## src/tia_pkg.sv

```systemverilog
package tia_pkg;

    // Vector types
    typedef logic [5:0]  reg_addr_t;
    typedef logic [7:0]  reg_data_t;
    typedef logic [7:0]  hpos_t;
    typedef logic [6:0]  colour_t;
    typedef logic [19:0] pf_token_t;

    // Write bus, one strobe per register write
    typedef struct packed {
        logic      we;
        reg_addr_t addr;
        reg_data_t data;
    } tia_wr_t;

    // Pixel stream, one per pixel clock
    typedef struct packed {
        hpos_t   hpos;
        logic    blank;
        colour_t colour;
    } pixel_t;

    // Register map
    localparam reg_addr_t ADDR_COLUP0 = 6'h06;
    localparam reg_addr_t ADDR_COLUP1 = 6'h07;
    localparam reg_addr_t ADDR_COLUPF = 6'h08;
    localparam reg_addr_t ADDR_COLUBK = 6'h09;
    localparam reg_addr_t ADDR_CTRLPF = 6'h0A;
    localparam reg_addr_t ADDR_PF0    = 6'h0D;
    localparam reg_addr_t ADDR_PF1    = 6'h0E;
    localparam reg_addr_t ADDR_PF2    = 6'h0F;

    // Line geometry in pixel clocks
    localparam hpos_t HBLANK_CLKS = 8'd68;
    localparam hpos_t LINE_CLKS   = 8'd228;
    localparam hpos_t CENTRE_HPOS = 8'd148;

endpackage
```

## src/tia_playfield_top.sv

```systemverilog
module tia_playfield_top (
    input  logic             clkp_i,
    input  logic             rst_n_i,
    input  tia_pkg::tia_wr_t wr_i,
    output tia_pkg::pixel_t  pix_o
);

    tia_pkg::hpos_t hpos;
    logic           hblank;
    logic           line_start;
    logic           centre;
    logic           pf_step;
    logic           reflect;
    logic           pf_bit;

    // Stage 0
    tia_line_counter u_line_counter (
        .clkp_i       (clkp_i),
        .rst_n_i      (rst_n_i),
        .hpos_o       (hpos),
        .hblank_o     (hblank),
        .line_start_o (line_start),
        .centre_o     (centre),
        .pf_step_o    (pf_step)
    );

    // Stage 1
    tia_playfield_registers u_playfield_registers (
        .clkp_i       (clkp_i),
        .rst_n_i      (rst_n_i),
        .wr_i         (wr_i),
        .line_start_i (line_start),
        .centre_i     (centre),
        .pf_step_i    (pf_step),
        .reflect_i    (reflect),
        .pf_o         (pf_bit)
    );

    // Stage 2
    tia_colour_output u_colour_output (
        .clkp_i    (clkp_i),
        .rst_n_i   (rst_n_i),
        .wr_i      (wr_i),
        .hpos_i    (hpos),
        .hblank_i  (hblank),
        .pf_i      (pf_bit),
        .reflect_o (reflect),
        .pix_o     (pix_o)
    );

endmodule

```

## src/tia_colour_output.sv

```systemverilog
module tia_colour_output (
    input  logic             clkp_i,
    input  logic             rst_n_i,
    input  tia_pkg::tia_wr_t wr_i,
    input  tia_pkg::hpos_t   hpos_i,
    input  logic             hblank_i,
    input  logic             pf_i,
    output logic             reflect_o,
    output tia_pkg::pixel_t  pix_o
);

    tia_pkg::colour_t colup0_q;
    tia_pkg::colour_t colup1_q;
    tia_pkg::colour_t colupf_q;
    tia_pkg::colour_t colubk_q;
    logic             reflect_q;
    logic             score_q;
    tia_pkg::hpos_t   hpos_d;
    logic             hblank_d;
    tia_pkg::colour_t pf_colour;
    tia_pkg::colour_t colour_next;

    // Colour registers take data bits 7:1 and ignore bit 0
    always_ff @(posedge clkp_i) begin
        if (!rst_n_i) begin
            colup0_q  <= '0;
            colup1_q  <= '0;
            colupf_q  <= '0;
            colubk_q  <= '0;
            reflect_q <= 1'b0;
            score_q   <= 1'b0;
        end else if (wr_i.we) begin
            case (wr_i.addr)
                tia_pkg::ADDR_COLUP0: colup0_q <= wr_i.data[7:1];
                tia_pkg::ADDR_COLUP1: colup1_q <= wr_i.data[7:1];
                tia_pkg::ADDR_COLUPF: colupf_q <= wr_i.data[7:1];
                tia_pkg::ADDR_COLUBK: colubk_q <= wr_i.data[7:1];
                tia_pkg::ADDR_CTRLPF: begin
                    reflect_q <= wr_i.data[0];
                    score_q   <= wr_i.data[1];
                end
                default: ;
            endcase
        end
    end

    assign reflect_o = reflect_q;

    // Line position delayed one stage to line up with pf_i
    always_ff @(posedge clkp_i) begin
        if (!rst_n_i) begin
            hpos_d   <= '0;
            hblank_d <= 1'b1;
        end else begin
            hpos_d   <= hpos_i;
            hblank_d <= hblank_i;
        end
    end

    // Score mode colours each half with its player colour
    always_comb begin
        if (score_q) begin
            pf_colour = (hpos_d < tia_pkg::CENTRE_HPOS) ? colup0_q : colup1_q;
        end else begin
            pf_colour = colupf_q;
        end
        if (hblank_d) begin
            colour_next = '0;
        end else if (pf_i) begin
            colour_next = pf_colour;
        end else begin
            colour_next = colubk_q;
        end
    end

    always_ff @(posedge clkp_i) begin
        if (!rst_n_i) begin
            pix_o <= '{hpos: '0, blank: 1'b1, colour: '0};
        end else begin
            pix_o <= '{hpos: hpos_d, blank: hblank_d, colour: colour_next};
        end
    end

    blank_is_black: assert property (
        @(posedge clkp_i) disable iff (!rst_n_i)
        pix_o.blank |-> (pix_o.colour == '0)
    );

endmodule

```

## src/tia_playfield_registers.sv

```systemverilog
module tia_playfield_registers (
    input  logic             clkp_i,
    input  logic             rst_n_i,
    input  tia_pkg::tia_wr_t wr_i,
    input  logic             line_start_i,
    input  logic             centre_i,
    input  logic             pf_step_i,
    input  logic             reflect_i,
    output logic             pf_o
);

    // First and last place of the forward scan order
    localparam tia_pkg::pf_token_t TOKEN_FIRST = 20'h00001;
    localparam tia_pkg::pf_token_t TOKEN_LAST  = 20'h80000;

    logic [3:0]         pf0_q;
    tia_pkg::reg_data_t pf1_q;
    tia_pkg::reg_data_t pf2_q;
    tia_pkg::pf_token_t pf_pattern;
    tia_pkg::pf_token_t token_q;
    logic               reverse_q;
    logic               wr_pf0;
    logic               wr_pf1;
    logic               wr_pf2;

    assign wr_pf0 = wr_i.we && (wr_i.addr == tia_pkg::ADDR_PF0);
    assign wr_pf1 = wr_i.we && (wr_i.addr == tia_pkg::ADDR_PF1);
    assign wr_pf2 = wr_i.we && (wr_i.addr == tia_pkg::ADDR_PF2);

    // PF0 keeps only its upper nibble
    always_ff @(posedge clkp_i) begin
        if (!rst_n_i) begin
            pf0_q <= '0;
            pf1_q <= '0;
            pf2_q <= '0;
        end else begin
            if (wr_pf0) begin
                pf0_q <= wr_i.data[7:4];
            end
            if (wr_pf1) begin
                pf1_q <= wr_i.data;
            end
            if (wr_pf2) begin
                pf2_q <= wr_i.data;
            end
        end
    end

    // Register bits laid out in scan order
    // PF0 4..7, then PF1 7..0, then PF2 0..7
    always_comb begin
        pf_pattern[3:0] = pf0_q;
        for (int i = 0; i < 8; i++) begin
            pf_pattern[4 + i]  = pf1_q[7 - i];
            pf_pattern[12 + i] = pf2_q[i];
        end
    end

    // One-hot token that walks forward or backward and drops off either end
    // Only a reflected right half runs backward
    always_ff @(posedge clkp_i) begin
        if (!rst_n_i) begin
            token_q   <= '0;
            reverse_q <= 1'b0;
        end else if (line_start_i) begin
            token_q   <= TOKEN_FIRST;
            reverse_q <= 1'b0;
        end else if (centre_i) begin
            token_q   <= reflect_i ? TOKEN_LAST : TOKEN_FIRST;
            reverse_q <= reflect_i;
        end else if (pf_step_i) begin
            if (reverse_q) begin
                token_q <= token_q >> 1;
            end else begin
                token_q <= token_q << 1;
            end
        end
    end

    // Stage 1 playfield bit
    always_ff @(posedge clkp_i) begin
        if (!rst_n_i) begin
            pf_o <= 1'b0;
        end else begin
            pf_o <= |(pf_pattern & token_q);
        end
    end

    token_onehot0: assert property (
        @(posedge clkp_i) disable iff (!rst_n_i)
        $onehot0(token_q)
    );

    // Previous line must have run the token off its end during blanking
    token_idle_at_line_start: assert property (
        @(posedge clkp_i) disable iff (!rst_n_i)
        line_start_i |-> (token_q == '0)
    );

endmodule

```

## src/tia_line_counter.sv

```systemverilog
module tia_line_counter (
    input  logic          clkp_i,
    input  logic          rst_n_i,
    output tia_pkg::hpos_t hpos_o,
    output logic          hblank_o,
    output logic          line_start_o,
    output logic          centre_o,
    output logic          pf_step_o
);

    tia_pkg::hpos_t hpos_q;
    logic [1:0]     phase_q;

    // Position within the line, wraps after the last pixel
    always_ff @(posedge clkp_i) begin
        if (!rst_n_i) begin
            hpos_q <= '0;
        end else if (hpos_q == tia_pkg::LINE_CLKS - 8'd1) begin
            hpos_q <= '0;
        end else begin
            hpos_q <= hpos_q + 8'd1;
        end
    end

    // Sub-pixel phase, blanking and line length are both multiples of 4
    always_ff @(posedge clkp_i) begin
        if (!rst_n_i) begin
            phase_q <= 2'd0;
        end else begin
            phase_q <= phase_q + 2'd1;
        end
    end

    assign hpos_o   = hpos_q;
    assign hblank_o = (hpos_q < tia_pkg::HBLANK_CLKS);

    // Last blanking pixel, token loads for the left half
    assign line_start_o = (hpos_q == tia_pkg::HBLANK_CLKS - 8'd1);

    // Last left-half pixel
    assign centre_o = (hpos_q == tia_pkg::CENTRE_HPOS - 8'd1);

    // Last pixel of each four-pixel playfield cell
    assign pf_step_o = (phase_q == 2'd3);

    hpos_in_range: assert property (
        @(posedge clkp_i) disable iff (!rst_n_i)
        hpos_q < tia_pkg::LINE_CLKS
    );

    phase_tracks_hpos: assert property (
        @(posedge clkp_i) disable iff (!rst_n_i)
        phase_q == hpos_q[1:0]
    );

endmodule

```

## config.mk

```make
export PLATFORM = sky130hd
export DESIGN_NAME = tia_playfield_top
export DESIGN_NICKNAME = d
export VERILOG_FILES = /design/src/tia_pkg.sv /design/src/tia_playfield_top.sv /design/src/tia_colour_output.sv /design/src/tia_playfield_registers.sv /design/src/tia_line_counter.sv
export SDC_FILE = /design/constraint.sdc
export NUM_CORES = 1
export LEC_CHECK = 0
export BUFFER_PORTS_ARGS = -buffer_cell sky130_fd_sc_hd__buf_2
export CAP_MARGIN = 10
export CORE_ASPECT_RATIO = 2
export CORE_MARGIN = 2
export CORE_UTILIZATION = 45
export CTS_CLUSTER_SIZE = 30
export DETAILED_ROUTE_END_ITERATION = 7
export SETUP_SLACK_MARGIN = 0.15
export SYNTH_ARGS = -nofsm -noshare
export SYNTH_HDL_FRONTEND = slang
export SYNTH_HIERARCHICAL = 1
export SYNTH_SLANG_ARGS = --single-unit
```

## constraint.sdc

```tcl
create_clock -name clkp_i -period 2.5 [get_ports clkp_i]
set_input_delay 0 -clock clkp_i [delete_from_list [all_inputs] [get_ports clkp_i]]
set_output_delay 0 -clock clkp_i [all_outputs]
set_load 0.05 [all_outputs]
```

==> Word-level counts from Yosys, hierarchy flattened <==
Cells that the tools add are included.
Widths: inputs -> output; s select.
{ "totals": {"register_bits": 107, "inputBits": 17, "output_inout_bits": 16, "elab_cells": 60} }
{ "op_classes": {"add_sub_neg": 2, "order_cmp": 2, "n_eq_ne": 12, "n_mux": 8, "bitwise_logic": 2, "n_reduce_logical": 14} }
{ "ops": {"columns": ["operator", "n"], "rows": [
  ["$mux 20", 4],
  ["$eq 6x4->1 const B", 6],
  ["$mux 7", 3],
  ["$and 20x20->20", 1],
  ["$reduce_or 20->1", 1],
  ["$eq 8x8->1 const B", 2],
  ["$eq 6x3->1 const B", 2],
  ["$reduce_and 2->1", 5],
  ["$add 8x1->8 const B", 1],
  ["$eq 8x7->1 const B", 1],
  ["$lt 8x7->1 const B", 1],
  ["$lt 8x8->1 const B", 1],
  ["$reduce_or 2->1", 3],
  ["$logic_and 1x1->1", 3],
  ["$reduce_bool 3->1", 1],
  ["$add 2x1->2 const B", 1],
  ["$eq 2x2->1 const B", 1],
  ["$reduce_bool 2->1", 1],
  ["$mux 1", 1],
  ["$not 1->1", 1]
]} }

==> Logic depth before layout (Yosys ltp) <==
{ "depth": {"ltp_word": 4, "mapped_depth": 7, "depth_no_buf": 6} }

==> By module <==
The synthesis kept the hierarchy.
{ "by_module_without_submodules": {"columns": ["module", "instances", "cells_per_inst", "area_each_um2", "seq_area_each_um2"], "rows": [
  ["tia_colour_output", 1, 222, 2100.8, 1101.1],
  ["tia_playfield_registers", 1, 186, 1860.5, 840.8],
  ["tia_line_counter", 1, 54, 503.0, 200.2]
]} }

==> Worst setup path before layout <==
Ideal clock, no wire load.
{ "synth_timing": {"path_type": "flip-flop to flip-flop", "from": "reg u_line_counter.hpos_q[2], in the netlist u_line_counter/hpos_o[2]", "to": "reg u_playfield_registers.token_q[10]", "setup_time_ns": 0.130, "t_arrival_ns": 1.824, "required_ns": 2.370, "setup_slack_ns": 0.546, "path_stages_with_launch": 8, "path_buffers": 2, "synth_period_minus_slack_ns": 1.954, "cell_sequence": "dfxtp_1 nor3_1 nand2_1 nor4bb_1 or3b_1 buf_6 buf_8 a211oi_2"} }
{ "synth_between": {"elab_chain_cells": 2, "word_cells_on_any_way": 5, "classes_between": "2 x eq/ne; 1 x mux; 2 x reduce/logical"} }
{ "synth_lines": {"columns": ["item", "line", "rtl"], "rows": [
  ["from (decl)", "tia_line_counter.sv:11", "tia_pkg::hpos_t hpos_q;"],
  ["from (signal assigned)", "tia_line_counter.sv:21", "hpos_q <= hpos_q + 8'd1;"],
  ["$eq 8x8->1 *", "tia_line_counter.sv:41", "assign centre_o = (hpos_q == tia_pkg::CENTRE_HPOS - 8'd1);"],
  ["net centre", "tia_playfield_top.sv:11", "logic centre;"],
  ["$mux 20 or $reduce_bool 2->1 (tied branches)", null, null],
  ["to (signal assigned)", "tia_playfield_registers.sv:69", "token_q <= reflect_i ? TOKEN_LAST : TOKEN_FIRST;"],
  ["to (signal assigned)", "tia_playfield_registers.sv:73", "token_q <= token_q >> 1;"],
  ["to (signal assigned)", "tia_playfield_registers.sv:75", "token_q <= token_q << 1;"],
  ["to (decl)", "tia_playfield_registers.sv:20", "tia_pkg::pf_token_t token_q;"]
]} }
Mark *: on every way through the listed nets, which the timed path passes. The rest lies on a longest branch.
A chain may end at the register's enable or synchronous reset.

==> Worst setup path in the final report <==
{ "layout_timing": {"from": "reg u_line_counter.hpos_q[2], in the netlist u_line_counter/hpos_o[2]", "to": "reg u_playfield_registers.token_q[6]"} }
{ "layout_between": {"elab_chain_cells": 2, "word_cells_on_any_way": 5, "classes_between": "2 x eq/ne; 1 x mux; 2 x reduce/logical"} }
{ "layout_lines": {"columns": ["item", "line", "rtl"], "rows": [
  ["$eq 8x7->1", "tia_line_counter.sv:38", "assign line_start_o = (hpos_q == tia_pkg::HBLANK_CLKS - 8'd1);"],
  ["net line_start", "tia_playfield_top.sv:10", "logic line_start;"],
  ["$reduce_or 2->1 (no line)", null, null]
]} }
The timed path passes the listed nets, and every way through them passes these cells.

==> metrics.txt <==
die width 74.43 µm; GP Congestion 0.7715; initial antenna violation count 0; RSZ-0062 raised after global routing no; final hold vios 0; Core ar. 9699 µm²; Crit path required time 2.71 ns; number of top-level pins 33; Layout Skew 0.004405 ns; vias per cell 5.206; Initial Util 46.03%; status completed; Worst path slowest cell nor4_1; Total GRT Usage 18.20%; mean routed wirelength per cell 14.41 µm; Pleak 1.949 nW; commonest non-fill, non-tap cells in the layout dfxtp_1, mux2i_1, nand2_1; fin nets 514; Crit. End Element flop; Psw 0.7734 mW; syn nets 482; Min Hold Slack 0.1986 ns; clock root buffer clkbuf_16; vias 3285; TritonCTS Sinks 107; H-Tree Depth 3; register area share after synthesis 47.98%; Max-cap violations 0; Max Root-Sink Buffers 2; port bufs 32; Layout area overhead 13.62%; TritonCTS clock tree done; Main synth FF type dfxtp_1; hpwl dp 6308 µm; Fmax achieved 0.5325 GHz; ANT cells 0; FF+latch count, synth 107; Slew @ Worst Pin 0.7393 ns; Die Footprint 10780 µm²; relative slew slack 50.65%; P_int 2.518 mW; critical path class flop to flop; WL final 9095 µm; Yosys cell types 55; Mapped Avg Cell Area 9.663 µm²; PwrDens 648.8 nW/µm²; post-synthesis async set-or-reset flop share 0%; Critical Path Max Stage Delay 0.46 ns; sequential share of power 53.7%; final worst-path cycle share 75.12%; drt drc 0; crit path launch type flop; clock share of power 41.0%; Comb power frac 5.3%; number of flops mapped to enable cells by yosys 0; later-pin clock latency in the skew report 0.34 ns; Final Worst Setup Slack 0.6220 ns; commonest non-fill, non-tap cell in the layout dfxtp_1; arrival time at the worst endpoint 2.09 ns; largest net degree at the start of global routing 58; Post-DRT Antenna Nets 0; grt ovf 0; cts bufs inserted 9; Final setup viols 0; vias in the first global route 3130; placed cell count 606; Layout Cells excl Fill 631; Tmin final 1.878 ns; Die Ht 144.9 µm; switch share 23.50%; share of cells above drive strength 1 17.23%; first-pass GRT wire length 15170 µm; VDD IR max 0.0004286 V; register-to-register setup slack 0.62 ns; Worst Hold Class input port to flop; Cells after Synth 462; number of detailed-route iterations in the first pass 4; dpl ws 0.6268 ns; Row Count 51; crit path buf inv count 1; YS warnings 6; Setup TNS 0 ns; post-CTS setup buffers 0; DR iter-0 viols 180; Synth Cell Area 4464 µm²; Slew Limit Fails 0; Gates resized, CTS repair 0; critical path cell sequence nor3_1 > nand2_1 > nor4_1 > or3b_1 > buf_4 > a211oi_1; clock-pin transition on the worst setup and hold timing paths 0.07 ns; crit path max fanout 18; delay-heaviest family, CP simple AND/OR/NAND/NOR gates
==> cells in the mapped netlist, types with 2 or more instances <==
cell | count | area share [%]
dfxtp_1 | 107 | 48
mux2i_1 | 50 | 11
nand2_1 | 49 | 4.1
nor2_1 | 40 | 3.4
nand3_1 | 25 | 2.8
and2_1 | 18 | 2.5
o21ai_1 | 13 | 1.5
clkbuf_1 | 12 | 1.0
nor2b_1 | 12 | 1.7
a211oi_2 | 10 | 2.8
inv_1 | 10 | 0.84
nand4b_1 | 10 | 2.0
a211oi_1 | 9 | 1.5
nand4_1 | 8 | 1.1
o21ai_0 | 8 | 0.90
o21ai_2 | 7 | 1.4
buf_2 | 6 | 0.67
nand2b_1 | 5 | 0.70
a21oi_1 | 4 | 0.45
a22oi_1 | 4 | 0.67
nand3_2 | 4 | 0.90
a221oi_1 | 3 | 0.59
a22o_1 | 3 | 0.59
buf_1 | 3 | 0.25
buf_4 | 3 | 0.50
ha_1 | 3 | 0.84
nor3b_1 | 3 | 0.50
and3_2 | 2 | 0.34
buf_6 | 2 | 0.50
nor3_1 | 2 | 0.22
o21a_1 | 2 | 0.34
xor2_1 | 2 | 0.39
==> worst paths after layout <==
kind,from,to,cells after the start
worst max-delay path,u_line_counter/hpos_o[2],u_playfield_registers/token_q[6],6
worst min register to register,u_line_counter/phase_q[0],u_line_counter/phase_q[0],1
worst max register to register,u_line_counter/hpos_o[2],u_playfield_registers/token_q[6],6
worst min-delay path,wr_i[9],u_colour_output/colupf_q[1],3
==> logic make-up after synthesis <==
kind of cell,share of synthesized area [%]
and+or+nand+nor,23.23
DFF,47.98
AOI/OAI and AO/OA,12.02
muxes,11.21
buffers and inverters,4.120
xor gates and xnor gates,0.5887
adders and majority gates,0.8409
==> per-layer routing <==
metal / GRT usage, % / share of wire, % / up-vias
met1: 21.64 / 44 / 1542
met3: 3.324 / 2.0 / 17
met2: 30.41 / 51 / 38
met4: 9.586 / 3.3 / 0
met5: 0 / 0 / -
li1: - / - / 1688
==> power by group through the flow <==
stage | Combinational (mW) | Clock (mW) | Sequential (mW)
3_3_place_gp | 0.161 | 0 | 1.81
5_1_grt | 0.198 | 1.45 | 1.77
6_report | 0.175 | 1.35 | 1.77
3_5_place_dp | 0.165 | 0 | 1.81
4_1_cts | 0.177 | 1.38 | 1.77
2_1_floorplan | 0.117 | 0 | 1.80
==> per-stage QoR <==
stage / power, mW / util (%) / cell area (µm²)
6_report: 3.291 / 52.30 / 5072
4_1_cts: 3.325 / 52.30 / 5072
5_1_grt: 3.423 / 52.30 / 5072
2_1_floorplan: 1.918 / - / 4464
3_5_place_dp: 1.972 / 48.41 / 4696
3_3_place_gp: 1.967 / 48.41 / 4696
==> area by class of cell <==
cell class	instances	area [µm²]
clock buffer	10	239.0
clock inverter	6	47.55
fill	924	4627
inverter	10	37.54
multi-input combinational	318	2138
sequential	107	2142
tap	132	165.2
timing repair buffer	48	302.8
==> state kept, by name, summed over array words and instances, names as in the netlist, 2 cells and up <==
register                       count
u_colour_output/colupf_q           7
u_playfield_registers/pf1_q        8
u_playfield_registers/pf2_q        8
u_playfield_registers/token_q     20
u_colour_output/colubk_q           7
u_colour_output/pix_o             16
u_line_counter/hpos_o              8
u_colour_output/hpos_d             8
u_colour_output/colup1_q           7
u_playfield_registers/pf0_q        4
u_colour_output/colup0_q           7
u_line_counter/phase_q             2
==> tightest hold or removal path, stage by stage <==
cell	delay (ns)
buf_2	0.15
or4_4	0.29
o21ai_2	0.07
==> timing repair <==
action	CTS	global route
hold endpoints to repair	23	0
endpoints found under the setup margin	0	0
hold buffers	9	0
(Power assumes the default switching activity.)
